==> src/dram_pkg.sv <==
package dram_pkg;

    // AXI side
    localparam int ADDR_W = 32;
    localparam int DATA_W = 32;
    localparam int STRB_W = 4;
    localparam int ID_W   = 8;
    localparam int LEN_W  = 4;

    // DRAM side
    localparam int DRAM_A_W = 11;
    localparam int ROW_W    = 11;
    localparam int COL_W    = 10;

    // Bytes per beat, bursts are always incrementing
    localparam int BEAT_BYTES = 4;

    // Wait counts between strobes
    localparam int TIMER_W     = 3;
    localparam int ROW_WAIT    = 4;
    localparam int COMMIT_WAIT = 4;
    localparam int WDATA_WAIT  = 4;

    localparam logic [ROW_W-1:0] RESET_ROW = 11'd1327;
    localparam logic [1:0]       RESP_OKAY = 2'b00;

    typedef struct packed {
        logic [8:0]       upper;
        logic [ROW_W-1:0] row;
        logic [COL_W-1:0] col;
        logic [1:0]       byte_off;
    } dram_addr_fields_t;

    // Byte address, or the same word split into DRAM fields
    typedef union packed {
        logic [ADDR_W-1:0] word;
        dram_addr_fields_t fld;
    } dram_addr_u;

    typedef enum logic [3:0] {
        idle,
        wr_row,
        wr_commit,
        wr_col,
        wr_data,
        wr_gap,
        wr_resp,
        rd_row,
        rd_commit,
        rd_col,
        rd_data
    } bank_state_e;

    typedef enum logic [2:0] {
        op_deselect,
        op_row,
        op_row_hold,
        op_commit,
        op_commit_hold,
        op_col_write,
        op_col_read,
        op_data_hold
    } dram_op_e;

endpackage
==> src/dram_cmd_if.sv <==
`timescale 1ns/1ps

interface dram_cmd_if
    import dram_pkg::*;
();

    // One command per cycle, registered onto the pins by the driver
    dram_op_e          op;
    logic [ROW_W-1:0]  row;
    logic [COL_W-1:0]  col;
    logic [DATA_W-1:0] wdata;
    logic [STRB_W-1:0] wmask;

    modport fsm (
        output op, row, col, wdata, wmask
    );

    modport driver (
        input  op, row, col, wdata, wmask
    );

endinterface

==> src/burst_if.sv <==
`timescale 1ns/1ps

interface burst_if
    import dram_pkg::*;
();

    logic            take_write;
    logic            take_read;
    logic            beat_done;
    dram_addr_u      addr;
    dram_addr_u      next_addr;
    logic [ID_W-1:0] burst_id;
    logic            last;

    modport tracker (
        input  take_write, take_read, beat_done,
        output addr, next_addr, burst_id, last
    );

    modport fsm (
        output take_write, take_read, beat_done,
        input  addr, next_addr, burst_id, last
    );

endinterface

==> src/dram_axi_slave.sv <==
`timescale 1ns/1ps

module dram_axi_slave
    import dram_pkg::*;
(
    input  logic                dram_clk,
    input  logic                dram_rst,

    input  logic [ID_W-1:0]     awid,
    input  logic [ADDR_W-1:0]   awaddr,
    input  logic [LEN_W-1:0]    awlen,
    input  logic                awvalid,
    output logic                awready,

    input  logic [DATA_W-1:0]   wdata,
    input  logic [STRB_W-1:0]   wstrb,
    input  logic                wlast,
    input  logic                wvalid,
    output logic                wready,

    output logic [ID_W-1:0]     bid,
    output logic [1:0]          bresp,
    output logic                bvalid,
    input  logic                bready,

    input  logic [ID_W-1:0]     arid,
    input  logic [ADDR_W-1:0]   araddr,
    input  logic [LEN_W-1:0]    arlen,
    input  logic                arvalid,
    output logic                arready,

    output logic [ID_W-1:0]     rid,
    output logic [DATA_W-1:0]   rdata,
    output logic [1:0]          rresp,
    output logic                rlast,
    output logic                rvalid,
    input  logic                rready,

    output logic                dram_csn,
    output logic [STRB_W-1:0]   dram_wen,
    output logic                dram_rasn,
    output logic                dram_casn,
    output logic [DRAM_A_W-1:0] dram_a,
    output logic [DATA_W-1:0]   dram_d,
    input  logic [DATA_W-1:0]   dram_q,
    input  logic                dram_valid
);

    burst_if    burst_bus ();
    dram_cmd_if cmd_bus ();

    axi_burst_tracker u_tracker (
        .dram_clk (dram_clk),
        .dram_rst (dram_rst),
        .awid     (awid),
        .arid     (arid),
        .awaddr   (awaddr),
        .araddr   (araddr),
        .awlen    (awlen),
        .arlen    (arlen),
        .bus      (burst_bus.tracker)
    );

    dram_bank_fsm u_fsm (
        .dram_clk   (dram_clk),
        .dram_rst   (dram_rst),
        .awvalid    (awvalid),
        .arvalid    (arvalid),
        .wvalid     (wvalid),
        .wlast      (wlast),
        .bready     (bready),
        .rready     (rready),
        .dram_valid (dram_valid),
        .wdata      (wdata),
        .wstrb      (wstrb),
        .awready    (awready),
        .arready    (arready),
        .wready     (wready),
        .bvalid     (bvalid),
        .rvalid     (rvalid),
        .rlast      (rlast),
        .bus        (burst_bus.fsm),
        .cmd        (cmd_bus.fsm)
    );

    dram_pin_driver u_driver (
        .dram_clk  (dram_clk),
        .dram_rst  (dram_rst),
        .cmd       (cmd_bus.driver),
        .dram_csn  (dram_csn),
        .dram_rasn (dram_rasn),
        .dram_casn (dram_casn),
        .dram_wen  (dram_wen),
        .dram_a    (dram_a),
        .dram_d    (dram_d)
    );

    // One burst in flight, so both IDs come from the same register
    assign bid   = burst_bus.burst_id;
    assign rid   = burst_bus.burst_id;
    assign bresp = RESP_OKAY;
    assign rresp = RESP_OKAY;
    assign rdata = dram_q;

endmodule

==> src/dram_pin_driver.sv <==
`timescale 1ns/1ps

module dram_pin_driver
    import dram_pkg::*;
(
    input  logic                dram_clk,
    input  logic                dram_rst,
    dram_cmd_if.driver          cmd,
    output logic                dram_csn,
    output logic                dram_rasn,
    output logic                dram_casn,
    output logic [STRB_W-1:0]   dram_wen,
    output logic [DRAM_A_W-1:0] dram_a,
    output logic [DATA_W-1:0]   dram_d
);

    always_ff @(posedge dram_clk) begin
        if (dram_rst) begin
            dram_csn  <= 1'b1;
            dram_rasn <= 1'b1;
            dram_casn <= 1'b1;
            dram_wen  <= '1;
            dram_a    <= '0;
            dram_d    <= '0;
        end else begin
            // Selected with all strobes high unless the op says otherwise
            dram_csn  <= 1'b0;
            dram_rasn <= 1'b1;
            dram_casn <= 1'b1;
            dram_wen  <= '1;
            case (cmd.op)
                op_row: begin
                    dram_rasn <= 1'b0;
                    dram_a    <= cmd.row;
                end
                op_row_hold, op_commit_hold: begin
                    dram_a <= cmd.row;
                end
                op_commit: begin
                    dram_rasn <= 1'b0;
                    dram_wen  <= '0;
                    dram_a    <= cmd.row;
                end
                op_col_write: begin
                    dram_casn <= 1'b0;
                    dram_wen  <= cmd.wmask;
                    dram_a    <= DRAM_A_W'(cmd.col);
                    dram_d    <= cmd.wdata;
                end
                op_col_read: begin
                    dram_casn <= 1'b0;
                    dram_a    <= DRAM_A_W'(cmd.col);
                end
                op_data_hold: begin
                    // address and data stay as they are
                end
                default: begin
                    dram_csn <= 1'b1;
                    dram_a   <= '0;
                    dram_d   <= '0;
                end
            endcase
        end
    end

endmodule

==> src/dram_bank_fsm.sv <==
`timescale 1ns/1ps

module dram_bank_fsm
    import dram_pkg::*;
(
    input  logic              dram_clk,
    input  logic              dram_rst,
    input  logic              awvalid,
    input  logic              arvalid,
    input  logic              wvalid,
    input  logic              wlast,
    input  logic              bready,
    input  logic              rready,
    input  logic              dram_valid,
    input  logic [DATA_W-1:0] wdata,
    input  logic [STRB_W-1:0] wstrb,
    output logic              awready,
    output logic              arready,
    output logic              wready,
    output logic              bvalid,
    output logic              rvalid,
    output logic              rlast,
    burst_if.fsm              bus,
    dram_cmd_if.fsm           cmd
);

    bank_state_e        state;
    bank_state_e        state_next;
    logic [TIMER_W-1:0] row_cnt;
    logic [TIMER_W-1:0] commit_cnt;
    logic [TIMER_W-1:0] col_cnt;
    logic [ROW_W-1:0]   open_row;
    logic               entering;
    logic               row_hit;
    logic               next_hit;
    logic               w_hs;
    logic               r_hs;
    dram_addr_u         beat_addr;

    // Write wins when both address channels are valid
    assign awready = (state == idle) && awvalid;
    assign arready = (state == idle) && !awvalid;
    assign wready  = (state == wr_data) && (col_cnt == TIMER_W'(WDATA_WAIT));
    assign bvalid  = (state == wr_resp);
    assign rvalid  = (state == rd_data) && dram_valid;
    assign rlast   = (state == rd_data) && bus.last;

    assign w_hs = wvalid && wready;
    assign r_hs = rvalid && rready;

    assign bus.take_write = awready;
    assign bus.take_read  = arready && arvalid;
    assign bus.beat_done  = w_hs || r_hs;

    assign row_hit  = (bus.addr.fld.row == open_row);
    assign next_hit = (bus.next_addr.fld.row == open_row);
    assign entering = (state_next != state);

    // Address of the beat the next command belongs to
    assign beat_addr = bus.beat_done ? bus.next_addr : bus.addr;

    always_comb begin
        state_next = state;
        case (state)
            idle: begin
                if (bus.take_write) begin
                    state_next = row_hit ? wr_col : wr_row;
                end else if (bus.take_read) begin
                    state_next = row_hit ? rd_col : rd_row;
                end
            end
            wr_row:    if (row_cnt == TIMER_W'(ROW_WAIT)) state_next = wr_commit;
            wr_commit: if (commit_cnt == TIMER_W'(COMMIT_WAIT)) state_next = wr_col;
            wr_col:    state_next = wr_data;
            wr_data: begin
                if (w_hs) begin
                    state_next = wlast ? wr_resp : (next_hit ? wr_gap : wr_row);
                end
            end
            wr_gap:    state_next = wr_col;
            wr_resp:   if (bready) state_next = idle;
            rd_row:    if (row_cnt == TIMER_W'(ROW_WAIT)) state_next = rd_commit;
            rd_commit: if (commit_cnt == TIMER_W'(COMMIT_WAIT)) state_next = rd_col;
            rd_col:    state_next = rd_data;
            rd_data: begin
                if (r_hs) begin
                    state_next = bus.last ? idle : (next_hit ? rd_col : rd_row);
                end
            end
            default:   state_next = idle;
        endcase
    end

    always_ff @(posedge dram_clk) begin
        if (dram_rst) begin
            state      <= idle;
            row_cnt    <= '0;
            commit_cnt <= '0;
            col_cnt    <= '0;
            open_row   <= RESET_ROW;
        end else begin
            state <= state_next;
            if (state_next inside {wr_row, rd_row}) begin
                row_cnt <= entering ? '0 : row_cnt + 1'b1;
            end
            if (state_next inside {wr_commit, rd_commit}) begin
                commit_cnt <= entering ? '0 : commit_cnt + 1'b1;
            end
            if (state_next == wr_col) begin
                col_cnt <= '0;
            end else if (state_next == wr_data && col_cnt != TIMER_W'(WDATA_WAIT)) begin
                col_cnt <= col_cnt + 1'b1;
            end
            // New row opens with the row strobe
            if ((state_next inside {wr_row, rd_row}) && entering) begin
                open_row <= beat_addr.fld.row;
            end
        end
    end

    // Command for the state entered at the next edge
    always_comb begin
        case (state_next)
            wr_row, rd_row:          cmd.op = entering ? op_row : op_row_hold;
            wr_commit, rd_commit:    cmd.op = entering ? op_commit : op_commit_hold;
            wr_col:                  cmd.op = op_col_write;
            rd_col:                  cmd.op = op_col_read;
            wr_data, wr_gap, rd_data: cmd.op = op_data_hold;
            default:                 cmd.op = op_deselect;
        endcase
    end

    assign cmd.row   = beat_addr.fld.row;
    assign cmd.col   = beat_addr.fld.col;
    assign cmd.wdata = wdata;
    assign cmd.wmask = ~wstrb;

endmodule

==> src/axi_burst_tracker.sv <==
`timescale 1ns/1ps

module axi_burst_tracker
    import dram_pkg::*;
(
    input  logic              dram_clk,
    input  logic              dram_rst,
    input  logic [ID_W-1:0]   awid,
    input  logic [ID_W-1:0]   arid,
    input  logic [ADDR_W-1:0] awaddr,
    input  logic [ADDR_W-1:0] araddr,
    input  logic [LEN_W-1:0]  awlen,
    input  logic [LEN_W-1:0]  arlen,
    burst_if.tracker          bus
);

    dram_addr_u       addr_q;
    dram_addr_u       next_addr;
    logic [ID_W-1:0]  id_q;
    logic [LEN_W-1:0] len_q;
    logic [LEN_W-1:0] cnt_q;

    assign next_addr.word = addr_q.word + ADDR_W'(BEAT_BYTES);

    always_ff @(posedge dram_clk) begin
        if (dram_rst) begin
            len_q <= '0;
            cnt_q <= '0;
        end else if (bus.take_write) begin
            len_q <= awlen;
            cnt_q <= '0;
        end else if (bus.take_read) begin
            len_q <= arlen;
            cnt_q <= '0;
        end else if (bus.beat_done) begin
            cnt_q <= cnt_q + 1'b1;
        end
    end

    always_ff @(posedge dram_clk) begin
        if (bus.take_write) begin
            id_q        <= awid;
            addr_q.word <= awaddr;
        end else if (bus.take_read) begin
            id_q        <= arid;
            addr_q.word <= araddr;
        end else if (bus.beat_done) begin
            addr_q <= next_addr;
        end
    end

    // Pass the channel address straight through in the accept cycle,
    // so the row test can be made in idle
    always_comb begin
        if (bus.take_write) begin
            bus.addr.word = awaddr;
        end else if (bus.take_read) begin
            bus.addr.word = araddr;
        end else begin
            bus.addr = addr_q;
        end
    end

    assign bus.next_addr = next_addr;
    assign bus.burst_id  = id_q;
    assign bus.last      = (cnt_q == len_q);

endmodule

==> config.mk <==
export PLATFORM = sky130hd
export DESIGN_NAME = dram_axi_slave
export DESIGN_NICKNAME = d
export VERILOG_FILES = /design/src/dram_pkg.sv /design/src/dram_cmd_if.sv /design/src/burst_if.sv /design/src/dram_axi_slave.sv /design/src/dram_pin_driver.sv /design/src/dram_bank_fsm.sv /design/src/axi_burst_tracker.sv
export SDC_FILE = /design/constraint.sdc
export NUM_CORES = 1
export LEC_CHECK = 0
export ABC_AREA = 1
export BUFFER_PORTS_ARGS = -buffer_cell sky130_fd_sc_hd__clkbuf_2
export CORE_ASPECT_RATIO = 1.1
export CORE_MARGIN = 2
export CORE_UTILIZATION = 30
export DETAILED_ROUTE_END_ITERATION = 16
export HOLD_SLACK_MARGIN = 0.02
export PLACE_DENSITY = 0.61
export SYNTH_ARGS = -nofsm -noshare
export SYNTH_HDL_FRONTEND = slang
export SYNTH_SLANG_ARGS = --single-unit
==> constraint.sdc <==
create_clock -name dram_clk -period 5.6 [get_ports dram_clk]
set_input_delay 0.56 -clock dram_clk [delete_from_list [all_inputs] [get_ports dram_clk]]
set_output_delay 0.56 -clock dram_clk [all_outputs]
set_load 0.01 [all_outputs]
==> impl_summary.log <==
[metrics] count of max-cap constraint violations: 0
[metrics] final hold slack: roughly 0.41 ns
[metrics] root buf cell: sky130_fd_sc_hd__clkbuf_16
[metrics] Critical Setup Path Class: reg2reg
[metrics] HPWL after DPL: approximately 16,000 um
[metrics] register area share after synthesis: 35.6%
[metrics] number of standard cells after synthesis: between 1,000 and 1,500
[metrics] most common flop cell mapped by yosys: sky130_fd_sc_hd__dfxtp_1
[metrics] detailed-routing iteration count for the pre-antenna-repair pass: 5
[metrics] met2 track demand over resource in global routing: between 30% and 40%
[metrics] full die area: 24,800 um^2
[metrics] critical path startpoint category: flip-flop
[metrics] dominant delay contributor by cell family on the critical path: simple AND/OR/NAND/NOR gates
[metrics] total power draw: around 5.3 mW
[metrics] critical path fanouts, max: 32
[metrics] placed instance area: between 7000 and 8000 um^2
[metrics] post-synthesis compound-gate area fraction: a little over a tenth
[metrics] Synth Area in XOR/XNOR: 1.93%
[metrics] maximum number of pins on one net before global-route repair: 42
[metrics] CP Cell Sequence: nor2_4, nand2_4, nor3_4, nand2_1, nand3_1, nand2_1, nand2_1, nand2_1, nor2_1, nand3_1, nand2_1, nand2_1, nand2_2, nand2_4, nand3_1, nand2_1, nor2_1, nand3_2, nand2_1, a21oi_1
[metrics] layout cell share with drive strength beyond 1: 21.9%
[metrics] Syn Area/Cell: about 6.8 um^2
[metrics] final global-route overflow total: 0
[metrics] area share of fa/ha/maj cells after synthesis: between 1 and 1.5%
[metrics] vias in the first global route: 6,729
[metrics] Post-Route Skew: ~0.012 ns
[metrics] NumNets Final: ~1,300
[metrics] unique cell type count in the Yosys netlist: 48
[metrics] WL/cell: 14.8 um
[metrics] met3 capacity usage during global routing: approximately 4%
[metrics] drt total wl: about 22,000 um
[metrics] Min-Delay Path Class: in2reg
[metrics] I/O pin cnt: ~270
[metrics] cell with the largest stage delay on the worst path: sky130_fd_sc_hd__nor3_4
[metrics] cell row count: 58
[metrics] met1 track demand over resource: 21.5%
[metrics] simple logic cell fraction of the synthesized area: between 30% and 40%
[metrics] Period minus WS final: approximately 4.3 ns
[metrics] final period utilization: between 70% and 80%
[metrics] required time worst endpoint: around 6 ns
[metrics] number of antenna violations at the first check in global routing: 1
[metrics] cell repeated most along the worst path: sky130_fd_sc_hd__nand2_1
[metrics] register bit total from synthesis: between 100 and 150
[metrics] CTS tree: yes
[metrics] port bufs: 182
[metrics] Synth async-reset ratio: 0%
[metrics] number of buffers inserted during clock tree synthesis: 9
[metrics] Area Growth Syn to Fin: 17.4%
[metrics] maximum buffer depth of the clock tree: 2
[metrics] Sinks on Clock Net: approximately 110
[metrics] drt via density: between 4 and 5
[metrics] Arr. time, crit path: between 4 and 5 ns
[metrics] DIE WIDTH: roughly 150 um
[metrics] first-pass GRT wire length: 34,500 um
[metrics] gr busiest metal: met2
[metrics] number of enable flip-flop cells after synthesis: 29
[metrics] Setup violations, final: 0
[metrics] Clock transition at path regs: 0.08 ns
[metrics] overall routing resource usage: ~18%
[metrics] DR vias: roughly 7,100
[metrics] buffer count from post-CTS setup fixing: 0
[metrics] Resized Gates After CTS: 0
[metrics] outcome: completed
[metrics] maximum cell stage delay along the critical path: between 0.5 and 0.6 ns
[metrics] Peak Freq: 0.233 GHz
[metrics] warning count from the yosys run: 0
[metrics] Worst-Skew Late Latency: ~0.37 ns
[metrics] reported leakage power: 4.12 nW
[metrics] maximum VDD drop: ~0.00043 V
[metrics] vertical extent of the die: about 160 um
[metrics] Hold Fails Final Rpt: 0
[metrics] CTS H-Tree Depth: 3
[metrics] mux share of post-synthesis cell area: 0%
[metrics] total power divided by cell area: 640 nW/um^2
[metrics] number of nets with antenna violations after detailed routing: 0
[metrics] total negative slack for setup checks: 0 ns
[metrics] area of all placed cells without fillers: 8300 um^2
[metrics] pins over their slew limit: 0
[metrics] relative max-transition margin: 30.8%
[metrics] number of DRC markers after the initial detailed-route iteration: 378
[metrics] setup repair after global routing missed its margin: no
[metrics] kind of end point of the critical path: flip-flop
[metrics] hold-fix buffers at CTS: 0
[metrics] DRC violation count after routing: 0
[metrics] Buf+Inv Stages, Crit Path: 0
[metrics] transition at the pin with the smallest max-transition slack: about 1.0 ns
[metrics] Starting Density: a little under a third
[metrics] cell area after technology mapping: just over 7000 um^2
[metrics] combinational family with the most area after synthesis: simple AND/OR/NAND/NOR gates
[metrics] Core ar.: ~23,000 um^2
[metrics] routability congestion estimate from global placement: approximately 0.94
[state kept, by name, indices dropped and copies added, names as in the netlist]
name,flops
u_fsm.state,4
u_driver.dram_casn,1
u_driver.dram_rasn,1
u_tracker.bus.burst_id,8
u_tracker.addr_q,21
u_fsm.col_cnt,3
u_driver.dram_wen,4
u_driver.dram_csn,1
u_fsm.open_row,11
u_driver.dram_a,11
u_tracker.len_q,4
u_fsm.commit_cnt,3
u_tracker.cnt_q,4
u_driver.dram_d,32
u_fsm.row_cnt,3
[Yosys cell counts, drive strengths merged, types with 2 or more instances]
cell type	n	area [um^2]
nand2	377	1460
inv	102	383
nand3	102	526
dfxtp	82	1640
nor2	79	388
a21oi	62	329
buf	62	465
o21ai	39	206
edfxtp	29	871
clkbuf	18	67.6
nand4	17	113
xor2	10	87.6
o211ai	9	72.6
a22oi	8	60.1
ha	8	100
a31oi	7	43.8
nor3	7	51.3
or2	7	43.8
nand3b	4	30.0
and3	3	18.8
xnor2	3	26.3
clkinv	2	7.51
nor4	2	12.5
[cell type report]
cell class	instances	area [um^2]
antenna	1	2.50
clock buffer	11	275
clock inverter	5	91.3
fill	2444	14700
inverter	104	390
multi-input combinational	754	3640
sequential	111	2510
tap	300	375
timing repair buffer	195	1010
[power by group]
group / internal, mW / switching (mW)
logic: 0.944 / 2.16
clock network: 0.455 / 0.340
registers: 1.19 / 0.215
[layout by cell type (no fill, tap or decap), types with 16 or more instances in the layout]
master | Yosys | layout
sky130_fd_sc_hd__nand2_1 | 366 | 366
sky130_fd_sc_hd__clkbuf_2 | 0 | 182
sky130_fd_sc_hd__nand3_1 | 99 | 99
sky130_fd_sc_hd__inv_1 | 99 | 99
sky130_fd_sc_hd__dfxtp_1 | 82 | 82
sky130_fd_sc_hd__nor2_1 | 66 | 66
sky130_fd_sc_hd__a21oi_1 | 59 | 59
sky130_fd_sc_hd__o21ai_0 | 30 | 30
sky130_fd_sc_hd__edfxtp_1 | 29 | 29
sky130_fd_sc_hd__nand4_1 | 16 | 16
[worst reg2reg max path: cells and delay by family (launching register included)]
kind | cells | cell delay (ns)
DFF | 1 | 0.42
AOI/OAI and AO/OA | 1 | 0.08
and+or+nand+nor | 19 | 3.66
[stage by stage]
step | util (%) | cells | setup slack [ns]
after floorplan | - | 1049 | 2.75
after global placement | 34.5 | 1464 | 1.05
after detailed placement | 34.5 | 1464 | 1.01
after CTS | 36.1 | 1480 | 1.30
after global routing | 36.1 | 1480 | 0.833
final | 36.1 | 1481 | 1.31
[per-layer routing]
layer,part of all wire (%),up-vias
li1,-,3589
met2,48,236
met4,3.2,0
met1,42,3209
met5,0,-
met3,7.1,44
[cell families (layout without fill, tap and decap cells)]
logic type / count (synthesis) / after routing
flops: 111 / 111
other cells: 1 / 5
compound gates: 129 / 129
simple gates: 599 / 599
xor+xnor: 14 / 14
fa+ha+maj: 8 / 8
buf+inv: 184 / 315
[final timing paths]
check | slack, ns | startpoint | endpoint | cells past startpoint
setup / recovery | 1.31 | u_fsm.state[1]$_SDFF_PP0_ | u_driver.dram_d[30]$_SDFFE_PP0N_ | 20
setup reg to reg | 1.31 | u_fsm.state[1]$_SDFF_PP0_ | u_driver.dram_d[30]$_SDFFE_PP0N_ | 20
hold / removal | 0.41 | wdata[11] | u_driver.dram_d[11]$_SDFFE_PP0N_ | 3
hold reg to reg | 0.46 | u_driver.dram_d[4]$_SDFFE_PP0N_ | u_driver.dram_d[4]$_SDFFE_PP0N_ | 2
Note: power is estimated with default switching activity, not from simulation.
